`config.mk`:
```
export PLATFORM = sky130hd
export DESIGN_NAME = memory
export DESIGN_NICKNAME = d
export VERILOG_FILES = /design/src/ctrlPkg.sv /design/src/memory.sv
export VERILOG_INCLUDE_DIRS = /design/src
export SDC_FILE = /design/constraint.sdc
export NUM_CORES = 2
export LEC_CHECK = 0
export BUFFER_PORTS_ARGS = -buffer_cell sky130_fd_sc_hd__buf_2
export CAP_MARGIN = 20
export CORE_ASPECT_RATIO = 0.6
export CORE_MARGIN = 3
export CORE_UTILIZATION = 25
export CTS_CLUSTER_SIZE = 30
export DETAILED_ROUTE_END_ITERATION = 10
export GPL_TIMING_DRIVEN = 0
export MAX_ROUTING_LAYER = met4
export PLACE_DENSITY = 0.37
export SLEW_MARGIN = 15
export SYNTH_ARGS = -nofsm -noshare
export SYNTH_HDL_FRONTEND = slang
export SYNTH_SLANG_ARGS = --single-unit
```
`constraint.sdc`:
```
create_clock -name clk -period 3.5 [get_ports clk]
set_input_delay 0.35 -clock clk [delete_from_list [all_inputs] [get_ports clk]]
set_output_delay 0.35 -clock clk [all_outputs]
set_load 0.01 [all_outputs]
```
`src/proc_config.svh`:
```
// ~~~~~~~~~~~~~~~~~~~~
// Storage depths for the processor
// Memories are word arrays indexed by byte address bits above bit 0
// Depths must be powers of two
// ~~~~~~~~~~~~~~~~~~~~
`ifndef PROC_CONFIG_SVH
`define PROC_CONFIG_SVH

// Instruction memory, in 16-bit words
`define PROC_IMEM_WORDS 256

// Data memory, in 16-bit words
`define PROC_DMEM_WORDS 256

// Register file, must match the 3-bit register fields
`define PROC_NUM_REGS 8

`endif

```
`src/ctrlPkg.sv`:
```
// ~~~~~~~~~~~~~~~~~~~~
// Control word and trace types
// One ctrlT per instruction, all fields are plain levels
// ~~~~~~~~~~~~~~~~~~~~
package ctrlPkg;

   typedef enum logic [2:0] {
      aluAdd, aluSub, aluAnd, aluAndn, aluXor, aluPassA
   } aluOpT;

   typedef enum logic [1:0] {
      immS5, immZ5, immS8, immS11  // s = sign extend, z = zero extend
   } immSelT;

   typedef enum logic [1:0] {
      wbAlu, wbMem, wbPc2
   } wbSrcT;

   typedef enum logic [1:0] {
      dstRd, dstRt, dstRs, dstR7
   } destSelT;

   typedef enum logic [1:0] {
      pcSelNext, pcSelBranch, pcSelJmpRel, pcSelJmpReg
   } pcSelT;

   typedef struct packed {
      logic    regWrite;
      destSelT destSel;
      immSelT  immSel;
      logic    useImm;    // ALU B is immExt, else Rt
      aluOpT   aluOp;
      logic    memEn;
      logic    memWr;
      wbSrcT   wbSrc;
      pcSelT   pcSel;     // Branch only when taken
   } ctrlT;

   // Register write seen by the outside world
   typedef struct packed {
      logic        wrEn;
      logic [2:0]  wrReg;
      logic [15:0] wrData;
   } traceT;

endpackage

```
`src/memory.sv`:
```
// ~~~~~~~~~~~~~~~~~~~~
// Word-wide data memory, async read, sync write
// No reset, contents undefined until written
// ~~~~~~~~~~~~~~~~~~~~
`timescale 1ns/1ps
`default_nettype none
`include "proc_config.svh"

module memory import ctrlPkg::*; (
   input  wire          clk,
   input  ctrlT         ctrl,
   input  logic [15:0]  addr,
   input  logic [15:0]  wrData,
   output logic [15:0]  rdData
);

   localparam int DW = $clog2(`PROC_DMEM_WORDS);

   logic [15:0] dmem [`PROC_DMEM_WORDS];

   always_ff @(posedge clk) begin
      if (ctrl.memEn && ctrl.memWr) dmem[addr[DW:1]] <= wrData;  // ST
   end

   // Reads zero when not enabled
   assign rdData = ctrl.memEn ? dmem[addr[DW:1]] : 16'd0;

endmodule
`default_nettype wire

```
## After elaboration in Yosys (flattened, before gate mapping)

Memory sizes are Yosys's and may differ from the RTL's.
Cells that the tools add are included.

| operators by class | value |
|---|---|
| reduce and logical (&&, ||, !) cells | 1 |
| multiplexer cells | 3 |

Operators with widths:

| kind | number |
|---|---|
| $mux 16 | 1 |
| $mux 1 | 2 |
| $logic_and 1x1->1 | 1 |

| storage, ports and cells | value |
|---|---|
| memories | 1 |
| output and inout port bits | 16 |
| word-level logic and storage cells | 5 |
| memory bits (writable) | 4,096 |
| flip-flop bits (word level) | 0 |

Memories:

| memory | words | width | rd ports | clocked after memory_dff | wr ports | line | RTL |
|---|---|---|---|---|---|---|---|
| dmem | 256 | 16 | 1 | 0 | 1 | memory.sv:19 | `` logic [15:0] dmem [`PROC_DMEM_WORDS]; `` |

## Longest topological paths before layout

| depth | value |
|---|---|
| depth in word-level cells | 3 |
| depth in mapped cells | 12 |
| gate-level depth less buffers | 6 |

## Worst setup path before layout

OpenSTA, ideal clock, no wires.

| timing path | value |
|---|---|
| kind | input port to flip-flop |
| start | input port addr[1] |
| end | memory dmem[144][0] (enable) |
| stages | 11 |
| setup slack | 257 ps |
| library setup time | 388 ps |
| arrival time | 2,854 ps |
| required time | 3,112 ps |
| cells stage by stage | buf_6 -> buf_6 -> buf_6 -> buf_4 -> buf_4 -> buf_6 -> buf_4 -> nor3_1 -> nand2_1 -> buf_2 -> nor2_1 |

RTL lines:

| element | line | RTL |
|---|---|---|
| start: declaration | memory.sv:12 | `input logic [15:0] addr,` |
| end: declaration | memory.sv:19 |  |

No word-level cell before the write port.

## Final worst setup path

| timing path | value |
|---|---|
| start | input port addr[1] |
| end | output port rdData[7] |

| between the ends | value |
|---|---|
| cells in the longest elaborated chain, start to end | 2 |

Ends and longest elaborated chain:

| element | line | RTL |
|---|---|---|
| $mem_v2 256x16 | -- |  |
| $mux 16 | memory.sv:26 | `assign rdData = ctrl.memEn ? dmem[addr[DW:1]] : 16'd0;` |
| end: declaration | memory.sv:14 | `output logic [15:0] rdData` |

No other way between the ends.

==> results.md <==
- The flow ran to the end, but the final reports show violations.
- The checks that failed: negative setup slack.
- The slowest cell on the critical path is sky130_fd_sc_hd__o211ai_1.
- IR analysis of the VDD net gives a maximum drop of 0.000417 V.
- The critical path contains buffers and inverters numbering 7 combined.
- The cell count after synthesis is 7200.
- The initialized floorplan defines 225 standard-cell rows.
- The first detailed-routing pass took 6 iterations.
- The final weighted congestion of routability-driven global placement is 0.903.
- The clock power share is 41.5%.
- The cell family contributing the most delay on the critical path is compound AO/OA/AOI/OAI gates.
- The final wirelength is 615 mm.
- The accumulated negative setup slack is -22.34 ns.
- The detailed-placement wirelength estimate is 438 mm.
- Internal power comes to 79.9 mW.
- The area of the die is 640000 um2.
- STA classifies the critical path startpoint as a primary input.
- The net count reported at finish is 8081.
- In this run the power spent charging and discharging nets is 24.7 mW.
- The count of unique library cells instantiated by Yosys is 56.
- The proportion of power drawn by flip-flops and latches is 51.6%.
- STA puts the critical path data required time at 3.15 ns.
- The mean instance size in the synthesized netlist is 21.9 um2.
- The async set or reset register ratio after synthesis is 0%.
- Pin placement for this block handled 64 I/O pins.
- On the worst path, the slowest cell contributes a delay of 0.92 ns.
- Setup repair after global routing could not meet its margin everywhere.
- Data arrives at the worst endpoint at 4.28 ns.
- The count of nets left with antenna violations once routing finished came out at 0.
- Leaving out fill and tap cells, the most frequent cells in the layout are sky130_fd_sc_hd__edfxtp_1 (4096), sky130_fd_sc_hd__mux4_2 (887), sky130_fd_sc_hd__mux2i_1 (423).
- In this run, CTS created clock tree buffers numbering 391.
- The max-slew violation total from the final report is 0.
- The highest net fanout along the worst path is 7.
- The core footprint is 627000 um2.
- The instance area at placement is 174000 um2.
- The detailed router placed 83600 vias in this run.
- The post-synth design cell area is 158000 um2.
- Detailed routing placed a total of 68.0 mm of wire on met3.
- Walking the worst path, the cells encountered are buf_12, buf_12, buf_16, nor2b_4, clkbuf_16, buf_16, clkbuf_16, a22oi_2, a22oi_2, o211ai_1, o211ai_1, a221oi_2, buf_2.
- The combinational fraction of design power is 6.8%.
- Input and output buffers added on the ports amount to 39.
- Summed over all layers, the global routing overflow is 0.
- The flip-flop cell with the highest count after synthesis is sky130_fd_sc_hd__edfxtp_1.
- The violation count after the first detailed-routing iteration is 12700.
- Synthesis inferred 4096 register bits.
- The final standard cell area without fillers is 192000 um2.
- The leakage power of the design is 58.9 nW.
- The measured slew at the worst slew-check pin is 1.27 ns.
- Dividing total power by cell area gives a power density of 545 nW/um2.
- Routed signal wires occupy layers up through met4.
- The cell chosen for the clock root is sky130_fd_sc_hd__clkbuf_16.
- No sink is reached through more buffers than the 4 on the longest clock path.
- The Yosys warning count is 0.
- The number of sinks handled by clock tree synthesis is 4096.
- The minimum clock period after layout is 4.63 ns.
- After detailed routing, the number of vias per cell comes to 4.98.
- The number of antenna violations at the first check in global routing is 84.
- The first-pass GRT wire length is 799 mm.
- The number of hold violations in the final report was 0.
- The share of the Yosys chip area taken by registers is 78.1%.
- The worst-case setup margin in the final layout is -1.13 ns.
- After clock tree synthesis, the clock-pin slew on the worst setup and hold paths is 0.06 ns.
- Static timing analysis puts the maximum clock frequency at 216 MHz.
- The final critical path takes up 132% of the cycle.
- The maximum number of pins on one net before global-route repair is 117.
- The CTS tree is done.
- The type of the worst setup path is in2out.
- Net switching is 23.6% of the power.
- The initial utilization of the core area, before any placement, comes to 25.1%.
- In the final routing, the length of wire on met1 measures 300 mm.
- When the netlist entered floorplanning its net count stood at 7248.
- The area growth from synthesis to layout is 21.7%.
- The count of unresolved DRC violations after routing is 0.
- Cells with a size suffix above 1 make up 32.6% of the layout.
- The global routing usage summed across all routing layers is 19.2%.
- Dividing the detail-routed wire length by the instance count gives 36.6 um.
- After detailed routing, the met2 layer carries 235 mm of wire.
- The die height is 621 um.
- The tool flagged a number of max-cap violations equal to 0.
- The clock tree synthesis step divided the H-tree into 5 levels.
- Setup violations remaining at the end of the flow were counted as 186.
- The register with the most flip-flops in the layout has 4096 of them.
- In this run the tightest slew margin relative to its limit is 15.1%.
- The chip width is 1.03 mm.
- The tightest min-delay check is of the in2reg type.
- The via count of the first global-routing pass is 80500.
- Leaving out fill and tap cells, the most frequent cell in the layout is sky130_fd_sc_hd__edfxtp_1.
- The worst setup path is captured at a primary output.
- The number of enable-type register cells in the synthesized netlist is 4096.
==> per-layer routing <==
| metal | GRT usage [%] | vias to the layer above |
|---|---|---|
| li1 | - | 32400 |
| met1 | 30.2 | 46600 |
| met2 | 24.2 | 3998 |
| met3 | 5.80 | 615 |
| met4 | 3.21 | 0 |
| met5 | - | - |
==> cell families after synthesis <==
kind of cell | count (synthesis) | share of synthesized area [%]
AOI/OAI and AO/OA | 693 | 3.17
buffers and inverters | 455 | 1.42
and+or+nand+nor | 619 | 1.79
muxes | 1337 | 15.5
DFF | 4096 | 78.1
==> synthesized netlist by cell type, types with 8 or more instances <==
master                      count  share of area, %
sky130_fd_sc_hd__a211oi_1      18             0.086
sky130_fd_sc_hd__a21boi_0      15             0.071
sky130_fd_sc_hd__a21oi_1       94              0.30
sky130_fd_sc_hd__a221oi_1      37              0.21
sky130_fd_sc_hd__a22o_1        46              0.26
sky130_fd_sc_hd__a22oi_1      182              0.87
sky130_fd_sc_hd__a31oi_1       33              0.13
sky130_fd_sc_hd__a32oi_1       28              0.16
sky130_fd_sc_hd__and3_1        17             0.068
sky130_fd_sc_hd__buf_1         27             0.064
sky130_fd_sc_hd__buf_2        137              0.44
sky130_fd_sc_hd__buf_4         69              0.33
sky130_fd_sc_hd__buf_6         12             0.086
sky130_fd_sc_hd__clkbuf_1     202              0.48
sky130_fd_sc_hd__edfxtp_1    4096                78
sky130_fd_sc_hd__mux2_2         8             0.057
sky130_fd_sc_hd__mux2i_1      442               2.8
sky130_fd_sc_hd__mux4_2       887                13
sky130_fd_sc_hd__nand2_1       81              0.19
sky130_fd_sc_hd__nand2b_1      19             0.075
sky130_fd_sc_hd__nand3_1      146              0.46
sky130_fd_sc_hd__nand4_1       16             0.064
sky130_fd_sc_hd__nor2_1       271              0.65
sky130_fd_sc_hd__nor2b_1       12             0.048
sky130_fd_sc_hd__nor3_1        32              0.10
sky130_fd_sc_hd__o2111ai_1     61              0.34
sky130_fd_sc_hd__o211ai_1      60              0.29
sky130_fd_sc_hd__o21ai_0       38              0.12
sky130_fd_sc_hd__o22ai_1       63              0.25
==> power groups by stage <==
stage	Combinational (mW)	Clock (mW)	Sequential, mW
final	7.14	43.4	54.0
after global routing	7.34	46.3	54.0
after CTS	6.98	44.3	54.0
after detailed placement	6.50	0	55.1
after global placement	6.09	0	55.3
after floorplan	2.48	0	55.1
==> repair_timing <==
action,4_1_cts,5_1_grt
hold buffers,16,0
resized for setup,629,244
endpoints found under the setup margin,4097,952
buffers inserted,70,20
gates cloned,1,0
hold endpoints to repair,794,0
pin swaps,72,61
==> layout make-up <==
cell class / instances / area, um2
plain buffers: 443 / 3930
multi-input cells: 2649 / 35300
well taps: 8399 / 10500
clock buffers: 465 / 10200
repair buffers: 445 / 6280
clock inverters: 240 / 2450
diodes: 41 / 103
fillers: 60300 / 435000
inverters: 7 / 32.5
flip-flops and latches: 4096 / 123000
==> worst paths after layout <==
check | start | end | slack [ns] | cells after the start
max | addr[1] | rdData[7] | -1.13 | 13
min | wrData[10] | dmem[39][10] | 0.25 | 2
==> stage by stage <==
step / setup WS [ns] / utilization (%) / hold slack, ns / total power [mW] / instances
floorplan: 0.257 / - / 0.449 / 57.6 / 7200
global placement: -5.68 / 26.8 / 1.46 / 61.4 / 15600
detailed placement: -3.50 / 27.8 / 0.581 / 61.6 / 15900
CTS: -1.11 / 30.4 / 0.185 / 105 / 16700
global route: -1.01 / 30.6 / 0.201 / 108 / 16800
finish: -1.13 / 30.6 / 0.248 / 105 / 16800
Power figures use the tool's default switching activity.
