[src/proc_config.svh]
// ~~~~~~~~~~~~~~~~~~~~
// Storage depths for the processor
// Memories are word arrays indexed by byte address bits above bit 0
// Depths must be powers of two
// ~~~~~~~~~~~~~~~~~~~~
`ifndef PROC_CONFIG_SVH
`define PROC_CONFIG_SVH

// Instruction memory, in 16-bit words
`define PROC_IMEM_WORDS 256

// Data memory, in 16-bit words
`define PROC_DMEM_WORDS 256

// Register file, must match the 3-bit register fields
`define PROC_NUM_REGS 8

`endif

[src/isaPkg.sv]
// ~~~~~~~~~~~~~~~~~~~~
// Instruction set of the reduced 16-bit core
// Opcodes not listed in opcodeT are illegal
// ~~~~~~~~~~~~~~~~~~~~
package isaPkg;

   // Opcode field, bits 15..11
   typedef enum logic [4:0] {
      opHalt  = 5'b00000,
      opJ     = 5'b00100,  // PC+2 + simm11
      opJr    = 5'b00101,  // Rs + simm8
      opJal   = 5'b00110,  // Links PC+2 into r7
      opAddi  = 5'b01000,
      opAndni = 5'b01011,  // Rs & ~zimm5
      opBeqz  = 5'b01100,
      opBnez  = 5'b01101,
      opSt    = 5'b10000,  // mem[Rs + simm5] = Rt field
      opLd    = 5'b10001,
      opLbi   = 5'b11000,  // Rs = simm8
      opAlu   = 5'b11011   // R-format, op in funct
   } opcodeT;

   // R-format operation, bits 1..0
   typedef enum logic [1:0] {
      fnAdd = 2'b00,
      fnSub = 2'b01,  // Rs minus Rt
      fnXor = 2'b10,
      fnAnd = 2'b11
   } functT;

   // Field view of one instruction word
   // Immediates overlay the low bits, so blocks slice the packed word for them
   typedef struct packed {
      opcodeT      opcode;  // 15..11
      logic [2:0]  rs;      // 10..8
      logic [2:0]  rt;      // 7..5, also I-format destination
      logic [2:0]  rd;      // 4..2, R-format destination
      functT       funct;   // 1..0
   } instrT;

endpackage

[src/ctrlPkg.sv]
// ~~~~~~~~~~~~~~~~~~~~
// Control word and trace types
// One ctrlT per instruction, all fields are plain levels
// ~~~~~~~~~~~~~~~~~~~~
package ctrlPkg;

   typedef enum logic [2:0] {
      aluAdd, aluSub, aluAnd, aluAndn, aluXor, aluPassA
   } aluOpT;

   typedef enum logic [1:0] {
      immS5, immZ5, immS8, immS11  // s = sign extend, z = zero extend
   } immSelT;

   typedef enum logic [1:0] {
      wbAlu, wbMem, wbPc2
   } wbSrcT;

   typedef enum logic [1:0] {
      dstRd, dstRt, dstRs, dstR7
   } destSelT;

   typedef enum logic [1:0] {
      pcSelNext, pcSelBranch, pcSelJmpRel, pcSelJmpReg
   } pcSelT;

   typedef struct packed {
      logic    regWrite;
      destSelT destSel;
      immSelT  immSel;
      logic    useImm;    // ALU B is immExt, else Rt
      aluOpT   aluOp;
      logic    memEn;
      logic    memWr;
      wbSrcT   wbSrc;
      pcSelT   pcSel;     // Branch only when taken
   } ctrlT;

   // Register write seen by the outside world
   typedef struct packed {
      logic        wrEn;
      logic [2:0]  wrReg;
      logic [15:0] wrData;
   } traceT;

endpackage

[src/control.sv]
// ~~~~~~~~~~~~~~~~~~~~
// Opcode decode, branch resolution, halt/err state
// halt and err are sticky until rst
// ~~~~~~~~~~~~~~~~~~~~
`timescale 1ns/1ps
`default_nettype none

module control import isaPkg::*, ctrlPkg::*; (
   input  wire    clk,
   input  wire    rst,
   input  instrT  instr,
   input  logic   zero,
   input  logic   sign,
   output ctrlT   ctrl,
   output logic   halted,
   output logic   halt,
   output logic   err
);

   logic haltedQ;
   logic errQ;
   logic brCond;
   logic isHalt;
   logic illegal;

   // Opcode bit 11 splits BEQZ from BNEZ
   assign brCond = instr[11] ? !zero : zero;

   always_comb begin
      ctrl    = '0;
      isHalt  = 1'b0;
      illegal = 1'b0;
      case (instr.opcode)
         opAlu: begin
            ctrl.regWrite = 1'b1;
            ctrl.destSel  = dstRd;
            case (instr.funct)
               fnAdd:   ctrl.aluOp = aluAdd;
               fnSub:   ctrl.aluOp = aluSub;
               fnXor:   ctrl.aluOp = aluXor;
               default: ctrl.aluOp = aluAnd;
            endcase
         end
         opAddi: begin
            ctrl.regWrite = 1'b1;
            ctrl.destSel  = dstRt;
            ctrl.useImm   = 1'b1;
         end
         opAndni: begin
            ctrl.regWrite = 1'b1;
            ctrl.destSel  = dstRt;
            ctrl.immSel   = immZ5;
            ctrl.useImm   = 1'b1;
            ctrl.aluOp    = aluAndn;
         end
         opSt: begin  // Address Rs + simm5
            ctrl.useImm = 1'b1;
            ctrl.memEn  = 1'b1;
            ctrl.memWr  = 1'b1;
         end
         opLd: begin
            ctrl.regWrite = 1'b1;
            ctrl.destSel  = dstRt;
            ctrl.useImm   = 1'b1;
            ctrl.memEn    = 1'b1;
            ctrl.wbSrc    = wbMem;
         end
         opLbi: begin
            ctrl.regWrite = 1'b1;
            ctrl.destSel  = dstRs;
            ctrl.immSel   = immS8;
            ctrl.useImm   = 1'b1;  // 0 + simm8 in execute
         end
         opBeqz, opBnez: begin
            ctrl.immSel = immS8;
            ctrl.aluOp  = aluPassA;
            ctrl.pcSel  = brCond ? pcSelBranch : pcSelNext;
         end
         opJ: begin
            ctrl.immSel = immS11;
            ctrl.pcSel  = pcSelJmpRel;
         end
         opJal: begin
            ctrl.regWrite = 1'b1;
            ctrl.destSel  = dstR7;
            ctrl.immSel   = immS11;
            ctrl.wbSrc    = wbPc2;
            ctrl.pcSel    = pcSelJmpRel;
         end
         opJr: begin
            ctrl.immSel = immS8;
            ctrl.pcSel  = pcSelJmpReg;
         end
         opHalt:  isHalt = 1'b1;
         default: illegal = 1'b1;  // Word stays all zero, no side effects
      endcase
      if (haltedQ) begin  // No state changes once stopped
         ctrl.regWrite = 1'b0;
         ctrl.memWr    = 1'b0;
      end
   end

   // Guarded by !haltedQ so garbage past HALT cannot raise err
   always_ff @(posedge clk) begin
      if (rst) begin
         haltedQ <= 1'b0;
         errQ    <= 1'b0;
      end else if (!haltedQ && (isHalt || illegal)) begin
         haltedQ <= 1'b1;
         errQ    <= illegal;
      end
   end

   assign halted = haltedQ;  // To fetch, freezes PC
   assign halt   = haltedQ;
   assign err    = errQ;

endmodule
`default_nettype wire

[config.mk]
export PLATFORM = sky130hd
export DESIGN_NAME = control
export DESIGN_NICKNAME = d
export VERILOG_FILES = /design/src/proc_config.svh /design/src/isaPkg.sv /design/src/ctrlPkg.sv /design/src/control.sv
export SDC_FILE = /design/constraint.sdc
export NUM_CORES = 1
export LEC_CHECK = 0
export ABC_CLOCK_PERIOD_IN_PS = 1300
export BUFFER_PORTS_ARGS = -buffer_cell sky130_fd_sc_hd__buf_4
export CAP_MARGIN = 20
export CELL_PAD_IN_SITES_DETAIL_PLACEMENT = 1
export CELL_PAD_IN_SITES_GLOBAL_PLACEMENT = 2
export CORE_UTILIZATION = 16
export DETAILED_ROUTE_END_ITERATION = 6
export HOLD_SLACK_MARGIN = 0.05
export PLACE_DENSITY = 0.77
export SLEW_MARGIN = 10
export SYNTH_ARGS = -nofsm -noshare
export SYNTH_HDL_FRONTEND = slang
export SYNTH_SLANG_ARGS = --single-unit
[constraint.sdc]
create_clock -name clk -period 1.3 [get_ports clk]
set_input_delay 0.065 -clock clk [delete_from_list [all_inputs] [get_ports clk]]
set_output_delay 0.065 -clock clk [all_outputs]
set_load 0.01 [all_outputs]
### Word level (Yosys, flattened, before mapping)

Index checks and enable logic that the tools add are counted.

* register bits: 2
* logic and storage cells: 43

* equal/unequal tests: 13
* muxes and demuxes: 15
* reduce and logical (&&, ||, !) cells: 13

Operator list (number)
* 5-bit by 4-bit equality test with 1-bit output (second input constant): 4
* 5-bit equality test (second input constant): 4
* 3-bit one-hot mux with 3 select lines: 2
* 5-bit by 3-bit equality test with 1-bit output (second input constant): 3
* 2-bit one-hot mux with 3 select lines: 2
* 3-bit one-hot mux with 4 select lines: 1
* 12-bit OR reduction: 1
* 1-bit 2-to-1 mux: 9
* 2-bit OR reduction: 3
* 5-bit logical NOT: 1
* 5-bit OR reduction: 1
* 2-bit one-hot mux with 2 select lines: 1
* 4-bit OR reduction: 1
* 3-bit OR reduction: 1
* 2-bit by 1-bit equality test with 1-bit output (second input constant): 1
* 2-bit equality test (second input constant): 1
* 1-bit logical NOT: 2
* 2-bit logical NOT: 1
* 1-bit logical AND: 1
* 1-bit logical OR: 1

### Longest topological paths before layout

* depth after elaboration: 5
* mapped depth: 5
* gate-level depth less buffers: 3

### Least setup slack after synthesis

No wires, ideal clock.

* kind: input to output
* start: in instr[13] (netlist bit)
* end: out ctrl[4] (netlist bit)
* arrival time: 1.010 ns
* slack: 0.225 ns
* stages on the path: 3
* path buffers: 1
* path through: buf_2 nor4b_2 nor3b_1

RTL lines
* start, declared: line control.sv:11 `input instrT instr,`
* end, declared: line control.sv:14 `output ctrlT ctrl,`

==> results.py <==
metrics = {
    "run_status": {
        "outcome": "completed",
    },
    "route": {
        "wirelength_um": 1452,
        "antenna_left": 0,
        "post_drt_wl_per_cell_um": 12.31,
        "viasPerCell": 4.864,
        "vias": 574,
        "drtIter0Drc": 3,
        "drc": 0,
        "dr.pass1.iters": 4,
    },
    "grt": {
        "overflow": 0,
        "use_met1": 0.1457,
        "grt_max_degree": 21,
        "top_usage_layer": "met2",
        "grt_pass1_wl_um": 2263,
        "grt_pass1_vias": 506,
        "grt_util_met3": 0.01412,
        "antenna_found_initial": 0,
        "gr-usage-all-layers": 0.1058,
        "grtUsageMet2": 0.1584,
    },
    "floorplanning": {
        "ios": 38,
        "dieArea_um2": 2901,
        "die_x_um": 53.87,
        "fp.coreArea_um2": 2500,
        "num_rows": 18,
        "initial_core_util": 0.1722,
        "die_h_um": 53.87,
    },
    "layout": {
        "instances_no_fill": 118,
        "fillers": 309,
        "syn2layout_area_growth_pct": 55.81,
        "layout.nets": 110,
        "ff_latch_area_um2": 40.04,
        "drive_above_1_share": 0.3977,
        "multi_input_area_um2": 341.6,
        "final_util": 0.2683,
        "fin_area_um2": 670.6,
        "num_antenna_cells": 0,
    },
    "setup_path": {
        "start_kind": "primary input",
        "crit_start": "instr[14]",
        "criticalPathCategory": "in2out",
        "arrival_ns": 1.07,
        "crit_path_end_kind": "output port",
        "slowest_delay_ns": 0.28,
        "path_max_fanout": 10,
        "cpMostUsedCell": "buf_4",
        "worstReg2RegStart": "halt$_SDFFE_PP0P_",
        "ff2ff_path_depth": 2,
        "crit_chain": "buf_4, nor2b_1, nand3_1, o31ai_1, buf_4",
        "cp.required_ns": 1.24,
        "slowest_stage": "o31ai_1",
    },
    "job": {
        "drv_cap": 0,
    },
    "cts": {
        "cts_setup_buffers": 0,
        "clkTransAtPathRegs_ns": 0.03,
        "cts_max_level": 1,
        "clock_latency_ns": 0.22,
        "cts_tree": "built",
        "root_buffer": "clkbuf_4",
        "cts_sinks": 2,
        "cts.hold.buffers_added": 0,
        "cts_resized": 0,
        "cts_made_buffers": 3,
        "clockBufferDepth": 2,
    },
    "power": {
        "power.leakage_nw": 0.2866,
        "p_per_area_nw_per_um2": 610.7,
        "vdd_ir_drop_max_mv": 0.1837,
    },
    "sta": {
        "tightest_slew_ns": 0.3220,
        "skew_ns": 0.004556,
        "fin_ws_ns": 0.1666,
        "finalSetupViolCount": 0,
        "finalHoldViolations": 0,
        "fin_crit_sh": 0.8719,
        "slew_violations": 0,
        "rsz0062_at_grt": "false",
        "slew_headroom": 0.7840,
        "tns_ns": 0,
        "period_minus_slack_ns": 1.133,
        "fmax_mhz": 882.3,
    },
    "synthesis": {
        "synth_area_um2": 430.4,
        "synthCells": 63,
        "synth_top_area_frac": 0.09302,
        "synth_flop_cell": "dfxtp_1",
        "avgSynthCellArea_um2": 6.832,
        "seq_area_frac_synth": 0.09302,
        "synthDistinctLibCells": 30,
        "yosysWarnings": 0,
        "synth-edff-count": 0,
        "synthArstFlopShare": 0,
        "synth_nets": 83,
        "yosysTopAreaCell": "dfxtp_1",
        "synth_area_leaders": "dfxtp_1 (9.3%), buf_2 (7.0%), nor2b_1 (5.8%), a211oi_1 (5.2%), a21boi_0 (5.2%)",
        "ys_ff_latch": 2,
    },
    "worst_hold_path": {
        "holdPathStages": 3,
        "hold_start": "rst",
        "hold_class": "in2reg",
    },
    "placed_design": {
        "dp_cells": 115,
        "place.gp.congestion": 0.6578,
        "dp_hpwl_um": 1108,
        "io_buffers": 27,
        "place_area_um2": 648.1,
        "preCtsSetupSlack_ns": 0.07415,
    },
}
-- per-stage QoR --
step | power, mW | hold slack [ns]
6_report | 0.4096 | 0.1534
5_1_grt | 0.4356 | 0.1590
4_1_cts | 0.4193 | 0.1487
3_5_place_dp | 0.2761 | 0.3843
3_3_place_gp | 0.2705 | 0.3776
2_1_floorplan | 0.1891 | 0.1707
-- synthesized netlist by cell type (all sizes together), types with 3 or more instances --
cell	n
buf	7
nand2	5
a21oi	4
nand3	4
nor2b	4
a211oi	3
a21boi	3
inv	3
nand2b	3
-- cell usage in the layout, fill, tap and decap left out, drive strengths merged --
cell and count:
inv 3, or4 1, a211oi 3, o2bb2ai 1, nand3 4, nor2b 4
a21boi 3, o311ai 1, o21ai 2, a22oi 1, a21o 2, a21oi 4
dfxtp 2, clkbuf 3, nor2 2, o31ai 2, nor4b 2, nand3b 1
nor3b 2, xor2 1, buf 29, xnor2 1, o22ai 2, o21bai 1
nor3 1, nand2 5, and2 1, o21a 1, nand2b 3
-- routing by layer --
| metal | vias up | part of all wire |
|---|---|---|
| li1 | 278 | - |
| met1 | 275 | 0.45 |
| met2 | 21 | 0.48 |
| met3 | 0 | 0.070 |
| met4 | 0 | 0 |
| met5 | - | 0 |
-- cell families (layout without fill, tap and decap cells) --
family | after synthesis | in the layout | share of synthesized area
AO/OA/AOI/OAI | 23 | 23 | 0.3837
XOR/XNOR | 2 | 2 | 0.04071
buffers and inverters | 10 | 35 | 0.1134
flip-flops | 2 | 2 | 0.09303
AND/OR/NAND/NOR | 26 | 26 | 0.3692
-- critical path, delay by kind of cell --
family | cells | cell delay (ns)
buffers and inverters | 2 | 0.30
AND/OR/NAND/NOR | 2 | 0.41
AO/OA/AOI/OAI | 1 | 0.28
-- flip-flops by register name (all words and copies together), names as in the netlist --
| signal | cells |
|---|---|
| halt | 1 |
| err | 1 |
-- report_power, final --
group / internal [mW] / leakage, nW / switching [mW]
registers: 0.0703 / 0.0168 / 0.0120
logic: 0.0945 / 0.256 / 0.0954
clock network: 0.102 / 0.0138 / 0.0355
total: 0.267 / 0.287 / 0.143
-- path summary, 6_finish.rpt --
| check | end | slack, ns |
|---|---|---|
| worst min-delay path | halt$_SDFFE_PP0P_ | 0.15 |
| worst max register to register | err$_SDFFE_PP0P_ | 0.37 |
| worst min register to register | err$_SDFFE_PP0P_ | 0.50 |
| worst max-delay path | ctrl[8] | 0.17 |
-- final cells by class --
cell class | instances | area share
multi-input cells | 51 | 0.5093
repair buffers | 29 | 0.3246
flip-flops and latches | 2 | 0.05970
well taps | 30 | 0.05597
clock buffers | 3 | 0.03358
inverters | 3 | 0.01679
No activity file was read; power rests on OpenSTA's default activity.
