<file path="config.mk">
export PLATFORM = sky130hd
export DESIGN_NAME = decode
export DESIGN_NICKNAME = d
export VERILOG_FILES = /design/src/isaPkg.sv /design/src/ctrlPkg.sv /design/src/decode.sv
export VERILOG_INCLUDE_DIRS = /design/src
export SDC_FILE = /design/constraint.sdc
export NUM_CORES = 1
export LEC_CHECK = 0
export BUFFER_PORTS_ARGS = -buffer_cell sky130_fd_sc_hd__buf_2
export CELL_PAD_IN_SITES_DETAIL_PLACEMENT = 1
export CELL_PAD_IN_SITES_GLOBAL_PLACEMENT = 1
export CORE_MARGIN = 2
export CORE_UTILIZATION = 41
export DETAILED_ROUTE_END_ITERATION = 10
export PLACE_DENSITY = 0.81
export SLEW_MARGIN = 20
export SYNTH_ARGS = -nofsm -noshare
export SYNTH_HDL_FRONTEND = slang
export SYNTH_SLANG_ARGS = --single-unit
</file>
<file path="constraint.sdc">
create_clock -name clk -period 3 [get_ports clk]
set_clock_uncertainty 0.1 [all_clocks]
set_input_delay 0.6 -clock clk [delete_from_list [all_inputs] [get_ports clk]]
set_output_delay 0.6 -clock clk [all_outputs]
set_load 0.005 [all_outputs]
</file>
<file path="src/proc_config.svh">
// ~~~~~~~~~~~~~~~~~~~~
// Storage depths for the processor
// Memories are word arrays indexed by byte address bits above bit 0
// Depths must be powers of two
// ~~~~~~~~~~~~~~~~~~~~
`ifndef PROC_CONFIG_SVH
`define PROC_CONFIG_SVH

// Instruction memory, in 16-bit words
`define PROC_IMEM_WORDS 256

// Data memory, in 16-bit words
`define PROC_DMEM_WORDS 256

// Register file, must match the 3-bit register fields
`define PROC_NUM_REGS 8

`endif

</file>
<file path="src/isaPkg.sv">
// ~~~~~~~~~~~~~~~~~~~~
// Instruction set of the reduced 16-bit core
// Opcodes not listed in opcodeT are illegal
// ~~~~~~~~~~~~~~~~~~~~
package isaPkg;

   // Opcode field, bits 15..11
   typedef enum logic [4:0] {
      opHalt  = 5'b00000,
      opJ     = 5'b00100,  // PC+2 + simm11
      opJr    = 5'b00101,  // Rs + simm8
      opJal   = 5'b00110,  // Links PC+2 into r7
      opAddi  = 5'b01000,
      opAndni = 5'b01011,  // Rs & ~zimm5
      opBeqz  = 5'b01100,
      opBnez  = 5'b01101,
      opSt    = 5'b10000,  // mem[Rs + simm5] = Rt field
      opLd    = 5'b10001,
      opLbi   = 5'b11000,  // Rs = simm8
      opAlu   = 5'b11011   // R-format, op in funct
   } opcodeT;

   // R-format operation, bits 1..0
   typedef enum logic [1:0] {
      fnAdd = 2'b00,
      fnSub = 2'b01,  // Rs minus Rt
      fnXor = 2'b10,
      fnAnd = 2'b11
   } functT;

   // Field view of one instruction word
   // Immediates overlay the low bits, so blocks slice the packed word for them
   typedef struct packed {
      opcodeT      opcode;  // 15..11
      logic [2:0]  rs;      // 10..8
      logic [2:0]  rt;      // 7..5, also I-format destination
      logic [2:0]  rd;      // 4..2, R-format destination
      functT       funct;   // 1..0
   } instrT;

endpackage

</file>
<file path="src/ctrlPkg.sv">
// ~~~~~~~~~~~~~~~~~~~~
// Control word and trace types
// One ctrlT per instruction, all fields are plain levels
// ~~~~~~~~~~~~~~~~~~~~
package ctrlPkg;

   typedef enum logic [2:0] {
      aluAdd, aluSub, aluAnd, aluAndn, aluXor, aluPassA
   } aluOpT;

   typedef enum logic [1:0] {
      immS5, immZ5, immS8, immS11  // s = sign extend, z = zero extend
   } immSelT;

   typedef enum logic [1:0] {
      wbAlu, wbMem, wbPc2
   } wbSrcT;

   typedef enum logic [1:0] {
      dstRd, dstRt, dstRs, dstR7
   } destSelT;

   typedef enum logic [1:0] {
      pcSelNext, pcSelBranch, pcSelJmpRel, pcSelJmpReg
   } pcSelT;

   typedef struct packed {
      logic    regWrite;
      destSelT destSel;
      immSelT  immSel;
      logic    useImm;    // ALU B is immExt, else Rt
      aluOpT   aluOp;
      logic    memEn;
      logic    memWr;
      wbSrcT   wbSrc;
      pcSelT   pcSel;     // Branch only when taken
   } ctrlT;

   // Register write seen by the outside world
   typedef struct packed {
      logic        wrEn;
      logic [2:0]  wrReg;
      logic [15:0] wrData;
   } traceT;

endpackage

</file>
<file path="src/decode.sv">
// ~~~~~~~~~~~~~~~~~~~~
// Register file, immediate extension and write-back select
// Eight registers, r0 is writable like any other
// ~~~~~~~~~~~~~~~~~~~~
`timescale 1ns/1ps
`default_nettype none
`include "proc_config.svh"

module decode import isaPkg::*, ctrlPkg::*; (
   input  wire          clk,
   input  wire          rst,
   input  instrT        instr,
   input  ctrlT         ctrl,
   input  logic [15:0]  aluOut,
   input  logic [15:0]  memOut,
   input  logic [15:0]  pcNext,
   output logic [15:0]  rsVal,
   output logic [15:0]  rtVal,
   output logic [15:0]  immExt,
   output traceT        trace
);

   logic [15:0] regs [`PROC_NUM_REGS];
   logic [2:0]  wrReg;
   logic [15:0] wrData;

   // Two async read ports; ST data sits in the Rt field
   assign rsVal = regs[instr.rs];
   assign rtVal = regs[instr.rt];

   always_comb begin
      case (ctrl.immSel)
         immS5:   immExt = {{11{instr[4]}}, instr[4:0]};
         immZ5:   immExt = {11'b0, instr[4:0]};       // ANDNI
         immS8:   immExt = {{8{instr[7]}}, instr[7:0]};  // LBI, branches, JR
         default: immExt = {{5{instr[10]}}, instr[10:0]};  // J, JAL
      endcase
   end

   always_comb begin
      case (ctrl.destSel)
         dstRd:   wrReg = instr.rd;
         dstRt:   wrReg = instr.rt;  // I-format dest
         dstRs:   wrReg = instr.rs;  // LBI
         default: wrReg = 3'd7;      // JAL link
      endcase
   end

   // Write-back source
   always_comb begin
      case (ctrl.wbSrc)
         wbMem:   wrData = memOut;
         wbPc2:   wrData = pcNext;
         default: wrData = aluOut;
      endcase
   end

   assign trace = '{wrEn: ctrl.regWrite, wrReg: wrReg, wrData: wrData};

   always_ff @(posedge clk) begin
      if (rst) begin
         for (int i = 0; i < `PROC_NUM_REGS; i++) regs[i] <= '0;
      end else if (ctrl.regWrite) begin
         regs[wrReg] <= wrData;
      end
   end

endmodule
`default_nettype wire

</file>
======== Word-level counts from Yosys, hierarchy flattened ========
Memories as Yosys holds them, arrays and structs flattened.
Index checks and enable logic that the tools add are counted.
storage, ports and cells
  memories kept ........................... 1
  output and inout port bits .............. 68
  bits in writable memories ............... 128
  bits in registers ....................... 0
cells by class
  reduce and logical (&&, ||, !) cells .... 3
  multiplexer cells ....................... 11
  equality and inequality tests ........... 6
memories
  name  words  bits a word  read ports  clocked after memory_dff  write ports  RTL line      source
  regs  8      16           2           0                         8            decode.sv:23  logic [15:0] regs [`PROC_NUM_REGS];
operators by type and width
  operator            number
  $pmux 16 s3         1
  $pmux 16 s2         1
  $mux 16             1
  $reduce_or 16->1    1
  $pmux 3 s3          1
  $eq 2x1->1 const B  3
  $eq 2x2->1 const B  3
  $mux 1              6
  $logic_not 2->1     2
  $mux 3              1

======== Logic depth before layout (Yosys ltp) ========
Gate-level depths: netlist (run 1).
  depth after elaboration ................. 5
  gate-level depth with buffers ........... 8

======== Least setup slack after synthesis (run 1) ========
OpenSTA, ideal clock, no wires.
  kind .................................... input -> register
  start point ............................. input port instr[7] in the netlist's numbering
  end point ............................... memory regs[0][0], enable pin
  arrival time ............................ 2.429 ns
  path slack .............................. 0.079 ns
  cell stages on the path ................. 5
  setup time .............................. 0.392 ns
  cells stage by stage .................... buf_2 mux2_2 o22ai_4 nand2_1 o21bai_1
RTL lines
  what             RTL line      source
  start, declared  decode.sv:12  input instrT instr,
  end, declared    decode.sv:23

======== Final worst setup path (run 1) ========
  start point ............................. input port instr[5] in the netlist's numbering
  end point ............................... output port rtVal[13]
between the ends
  cells in the longest elaborated chain, start to end .. 1
ends and longest elaborated chain
  what           RTL line      source
  $mem_v2 8x16   --
  end, declared  decode.sv:18  output logic [15:0] rtVal,
No other way between the ends.

==> out/qor.csv, run 1 <==
stage;metric;value;unit
power;p_per_area;591.5;nW/um^2
logic_synthesis;synth_ff_type;edfxtp_1;
cells_and_area;antennaDiodeCount;0;
detailed_routing;drc;0;
cells_and_area;finish.instance_area;8895;um^2
power;ir_drop;0.0004363;V
cts;clk_pin_slew;0.06;ns
logic_synthesis;ys_top_cells_by_count;nor2_1 (143), edfxtp_1 (128), mux4_2 (64);
place;dp.final_hpwl;14.52;mm
logic_synthesis;synth_edf_count;128;
detailed_routing;drt_first_iter_violations;539;
grt;grt_pass1_vias;5663;
worst_setup_path;criticalPathCategory;in2out;
floorplanning;die_height;137.0;um
cells_and_area;post-route-util;51.43;%
cts;holdBufCountCts;0;
logic_synthesis;synth_compound_area_share;5.092;%
cts;cts_resized;0;
cts;post-cts-setup-buffers;0;
detailed_routing;avgViaCountPerCell;5.904;
worst_setup_path;cp_max_fo;16;
grt;grt_use_total;24.77;%
timing;setup_viol;0;
worst_setup_path;cp.required;2.30;ns
floorplanning;io_pins;149;
timing;slew_violations;0;
timing;finalCritPeriodShare;88.53;%
logic_synthesis;avgSynthCellArea;14.10;um^2
grt;globalRoute.totalOverflow;0;
place;globalplace.congestion;0.7741;
cts;clock_path_buffers;2;
logic_synthesis;synthCells;514;
floorplanning;core_area;17300;um^2
logic_synthesis;async_flop_share;0;%
logic_synthesis;yosys.area_share.simple;10.84;%
power;p_leak;3.372;nW
cells_and_area;area_growth;22.72;%
grt;grt_pass1_wl;33.29;mm
place;port_buffers;131;
logic_synthesis;synth_top_family_by_area;multiplexers;
cells_and_area;reg_top3;regs: 128 flops;
logic_synthesis;synth_top_cell_area_share;53.03;%
logic_synthesis;synth_top_area_cell;edfxtp_1;
grt;antenna_found_initial;0;
logic_synthesis;yosysWarnings;0;
floorplanning;row_count;48;
grt;grt_max_degree;35;
floorplanning;die_w;137.0;um
detailed_routing;firstDrtPassIters;5;
worst_setup_path;cp.arrival;1.96;ns
flow_run;maxCapViolCount;0;
detailed_routing;ant_nets;0;
logic_synthesis;synth_nets;597;
worst_setup_path;critPathLaunchType;input port;
cts;numCtsBuffers;17;
cells_and_area;top_register;regs;
cells_and_area;finish.net_count;735;
logic_synthesis;synth_most_common_cell;nor2_1;
worst_setup_path;end_kind;output port;
cts;clkSinkCount;128;
floorplanning;start_util;41.91;%
timing;hold_viol;0;
detailed_routing;drt-wirelength-per-cell;24.86;um
cts;cts_tree;built;
logic_synthesis;synth-xor-area-share;0;%
cells_and_area;largest_register_ffs;128;
floorplanning;dieArea;18760;um^2
cts;htreeDepth;4;
detailed_routing;num_vias;5255;
cts;cts_root_buffer;clkbuf_16;
timing;final.setup.tns;0;ns
logic_synthesis;synthTopCellsByArea;edfxtp_1 (53%), mux4_2 (20%), nor2_1 (7.4%);
outcome;status;finished, final reports clean;
logic_synthesis;syn_area;7248;um^2
detailed_routing;wl;22.13;mm
logic_synthesis;synthAdderAreaFrac;0.3452;%
timing;worstMarginPinSlew;0.6894;ns
cells_and_area;final_layout_size_suffix_gt1_share;47.07;%
timing;fmax;0.3765;GHz
timing;slew-limit-headroom;53.93;%
logic_synthesis;synth_seq_cells;128;
timing;post-route-min-period;2.656;ns
place;place_area;8277;um^2
logic_synthesis;synth-seq-area-share;53.03;%
logic_synthesis;synth_mux_area_share;25.32;%
logic_synthesis;ys_types;28;
timing;rsz0062_at_grt;no;
worst_hold_path;hp-class;in2reg;
-- final cells by class --
type	instances	area [um^2]
multi-input cells	318	3015
well taps	225	281.5
clock inverters	14	188.9
clock buffers	18	429.2
fillers	1759	8402
flip-flops and latches	128	3844
inverters	20	85.08
repair buffers	167	1051
-- through the flow --
stage                     hold slack, ns  worst slack (ns)  power [mW]  cells
after floorplan                   0.8543           0.07905       2.710    514
after global routing              0.6147            0.2517       5.407    890
after global placement             1.018            0.3915       3.050    858
final                             0.5931            0.3442       5.261    890
after CTS                         0.5911            0.3414       5.273    890
after detailed placement           1.027            0.3350       3.111    858
-- cell families (layout without fill, tap and decap cells) --
kind of cell    count (synthesis)  in the layout
compound gates                 49             49
fa+ha+maj                       2              2
buf+inv                        68            219
flops                         128            128
mux                            99             99
simple gates                  168            168
-- worst max-delay path, stage by stage --
cell    delay, ns
buf_2        0.16
buf_12       0.20
mux4_2       0.57
mux2_2       0.29
buf_2        0.13
-- layout by cell type (no fill, tap or decap), types with 4 or more instances in the layout --
master / count
nor2_1: 143
buf_2: 131
edfxtp_1: 128
mux4_2: 64
mux2_2: 35
buf_4: 26
inv_1: 17
clkbuf_16: 17
a22oi_1: 16
a21oi_1: 15
buf_12: 10
nand2_1: 9
o21bai_1: 8
nand4_4: 7
inv_6: 4
nand3_1: 4
clkinvlp_4: 4
bufinv_16: 4
-- worst paths after layout --
kind	depth (start not counted)	endpoint	slack [ns]	start
worst max-delay path	5	rtVal[13]	0.34	instr[5]
worst min-delay path	4	regs[3][14]	0.59	aluOut[14]
-- power breakdown --
group          total, mW  internal [mW]  switching (mW)
registers           2.19           2.11          0.0785
clock network       2.17           1.39           0.786
logic              0.900          0.434           0.467
-- metal layers --
| layer | track usage (%) | part of all wire, % | vias up |
|---|---|---|---|
| met1 | 29.27 | 36 | 2644 |
| li1 | - | - | 2225 |
| met5 | 0 | 0 | - |
| met3 | 5.370 | 7.8 | 64 |
| met2 | 43.20 | 52 | 322 |
| met4 | 11.23 | 3.3 | 0 |
No activity file was read; power rests on OpenSTA's default activity.
==> run 2: changes to the inputs <==
ABC_AREA = 1   (was not set)
CELL_PAD_IN_SITES_DETAIL_PLACEMENT = not set   (was 1)
CELL_PAD_IN_SITES_GLOBAL_PLACEMENT = not set   (was 1)
CORE_UTILIZATION = 51   (was 41)
==> run 2 against run 1 <==
  * Worst setup slack gained 0.0045 ns
  * Die area decreased by 12%
  * Core utilization is 11 points higher
  * Critical endpoint is now immExt[11]
  * Critical path depth shrank 1
==> out/qor.csv, run 2 <==
stage;metric;value;unit
grt;grt_pass1_vias;7468;
logic_synthesis;synth-seq-area-share;48.45;%
worst_setup_path;cp_max_fo;9;
floorplanning;io_pins;149;
cells_and_area;area_growth;19.84;%
logic_synthesis;avgSynthCellArea;8.146;um^2
cts;holdBufCountCts;0;
logic_synthesis;syn_area;7934;um^2
grt;globalRoute.totalOverflow;0;
power;p_per_area;544.9;nW/um^2
floorplanning;start_util;52.19;%
cts;clk_pin_slew;0.06;ns
logic_synthesis;synth_mux_area_share;0;%
cells_and_area;antennaDiodeCount;0;
timing;fin_hold_ws;0.6778;ns
worst_hold_path;hp-class;in2reg;
place;port_buffers;131;
cells_and_area;final_common_cell;o21ai_0;
timing;final.setup.tns;0;ns
cts;cts_tree;built;
logic_synthesis;synth-xor-area-share;0;%
detailed_routing;drt_first_iter_violations;1036;
timing;finalCritPeriodShare;88.38;%
logic_synthesis;synth_nets;1057;
logic_synthesis;synth_seq_cells;128;
floorplanning;dieArea;16570;um^2
floorplanning;die_w;128.7;um
timing;hold_viol;0;
worst_setup_path;cp_num_buf_inv;3;
timing;fmax;0.3772;GHz
worst_setup_path;path_delay_family;buffers and inverters;
cells_and_area;largest_register_ffs;128;
grt;antenna_found_initial;0;
cts;clock_path_buffers;2;
power;ir_drop;0.0003725;V
place;dp.final_hpwl;15.84;mm
worst_setup_path;criticalPathCategory;in2out;
cells_and_area;finish.net_count;1179;
cells_and_area;reg_top3;regs: 128 flops;
logic_synthesis;synth_ff_type;edfxtp_1;
cts;cts_resized;0;
floorplanning;row_count;45;
cts;cts_root_buffer;clkbuf_16;
cts;post-cts-setup-buffers;0;
worst_setup_path;cp_cell_sequence;buf_2 > clkinv_1 > o21ai_0 > buf_2;
logic_synthesis;synthAdderAreaFrac;0.3154;%
logic_synthesis;synth_top_family_by_area;simple AND/OR/NAND/NOR gates;
floorplanning;die_height;128.7;um
logic_synthesis;synth_top_cell_area_share;48.45;%
logic_synthesis;async_flop_share;0;%
cells_and_area;final_layout_size_suffix_gt1_share;26.11;%
logic_synthesis;yosysWarnings;0;
worst_setup_path;cp_slowest_cell;o21ai_0;
flow_run;maxCapViolCount;0;
power;design_power_total;5.181;mW
detailed_routing;num_vias;7695;
logic_synthesis;ys_types;23;
detailed_routing;ant_nets;0;
detailed_routing;wl;23.86;mm
detailed_routing;firstDrtPassIters;6;
detailed_routing;drc;0;
worst_setup_path;path_common_cell;buf_2;
timing;post-route-min-period;2.651;ns
timing;rsz0062_at_grt;no;
logic_synthesis;synth_edf_count;128;
worst_setup_path;cp.arrival;1.95;ns
timing;slew_violations;0;
outcome;status;finished, final reports clean;
logic_synthesis;synth_compound_area_share;18.45;%
cts;clkSinkCount;128;
grt;grt_use_total;29.38;%
logic_synthesis;synth_top_area_cell;edfxtp_1;
detailed_routing;avgViaCountPerCell;5.942;
cells_and_area;post-route-util;62.54;%
timing;slew-limit-headroom;63.18;%
logic_synthesis;synthTopCellsByArea;edfxtp_1 (48%), o21ai_0 (12%), nand2_1 (8.5%);
cells_and_area;final_cell_mix;o21ai_0 (186), nand2_1 (177), buf_2 (131);
floorplanning;core_area;15200;um^2
worst_setup_path;cp.required;2.30;ns
logic_synthesis;yosys.area_share.simple;23.56;%
worst_setup_path;end_kind;output port;
timing;worstMarginPinSlew;0.5522;ns
logic_synthesis;synth_most_common_cell;o21ai_0;
logic_synthesis;ys_top_cells_by_count;o21ai_0 (192), nand2_1 (179), edfxtp_1 (128);
worst_setup_path;slowest_delay;0.51;ns
grt;grt_pass1_wl;37.29;mm
logic_synthesis;synthCells;974;
cts;numCtsBuffers;17;
place;globalplace.congestion;0.9233;
detailed_routing;drt-wirelength-per-cell;18.42;um
cells_and_area;top_register;regs;
worst_setup_path;critPathLaunchType;input port;
cts;htreeDepth;4;
power;p_leak;3.962;nW
timing;setup_viol;0;
grt;grt_max_degree;70;
-- run 2: path summary, 6_finish.rpt --
kind                        from  slack, ns          end  cells after the start
worst min-delay path  aluOut[11]       0.68  regs[4][11]                      6
worst max-delay path   instr[10]       0.35   immExt[11]                      4
-- run 2: per-layer routing --
metal / vias to the layer above / global-route usage (%) / share of wire [%]
met5: - / 0 / 0
met3: 47 / 6.112 / 12
li1: 3542 / - / -
met2: 576 / 49.05 / 48
met4: 0 / 11.83 / 2.1
met1: 3530 / 37.55 / 38
-- run 2: area by class of cell --
type	instances	area, um^2
Inverter	81	304.0
Sequential cell	128	3844
Clock inverter	13	147.6
Multi-Input combinational cell	676	3363
Fill cell	1260	5694
Clock buffer	17	425.4
Timing Repair Buffer	192	1189
Tap cell	188	235.2
-- run 2: cells by family after synthesis --
logic type,Yosys count
AND/OR/NAND/NOR,389
adder cells (fa/ha/maj),2
flip-flops,128
AO/OA/AOI/OAI,285
buffers and inverters,170
-- run 2: report_power, final --
group	leakage, nW	switching (mW)	internal [mW]
clock network	0.273	0.731	1.28
logic	2.46	0.675	0.341
registers	1.23	0.0522	2.10
total	3.96	1.46	3.72
-- run 2: per-stage QoR --
step / instances / cell area [um^2] / setup slack [ns]
global route: 1295 / 9508 / 0.2270
floorplan: 974 / 7934 / -0.08028
detailed placement: 1265 / 8935 / 0.3899
global placement: 1265 / 8935 / 0.4288
CTS: 1295 / 9508 / 0.4104
finish: 1295 / 9508 / 0.3487
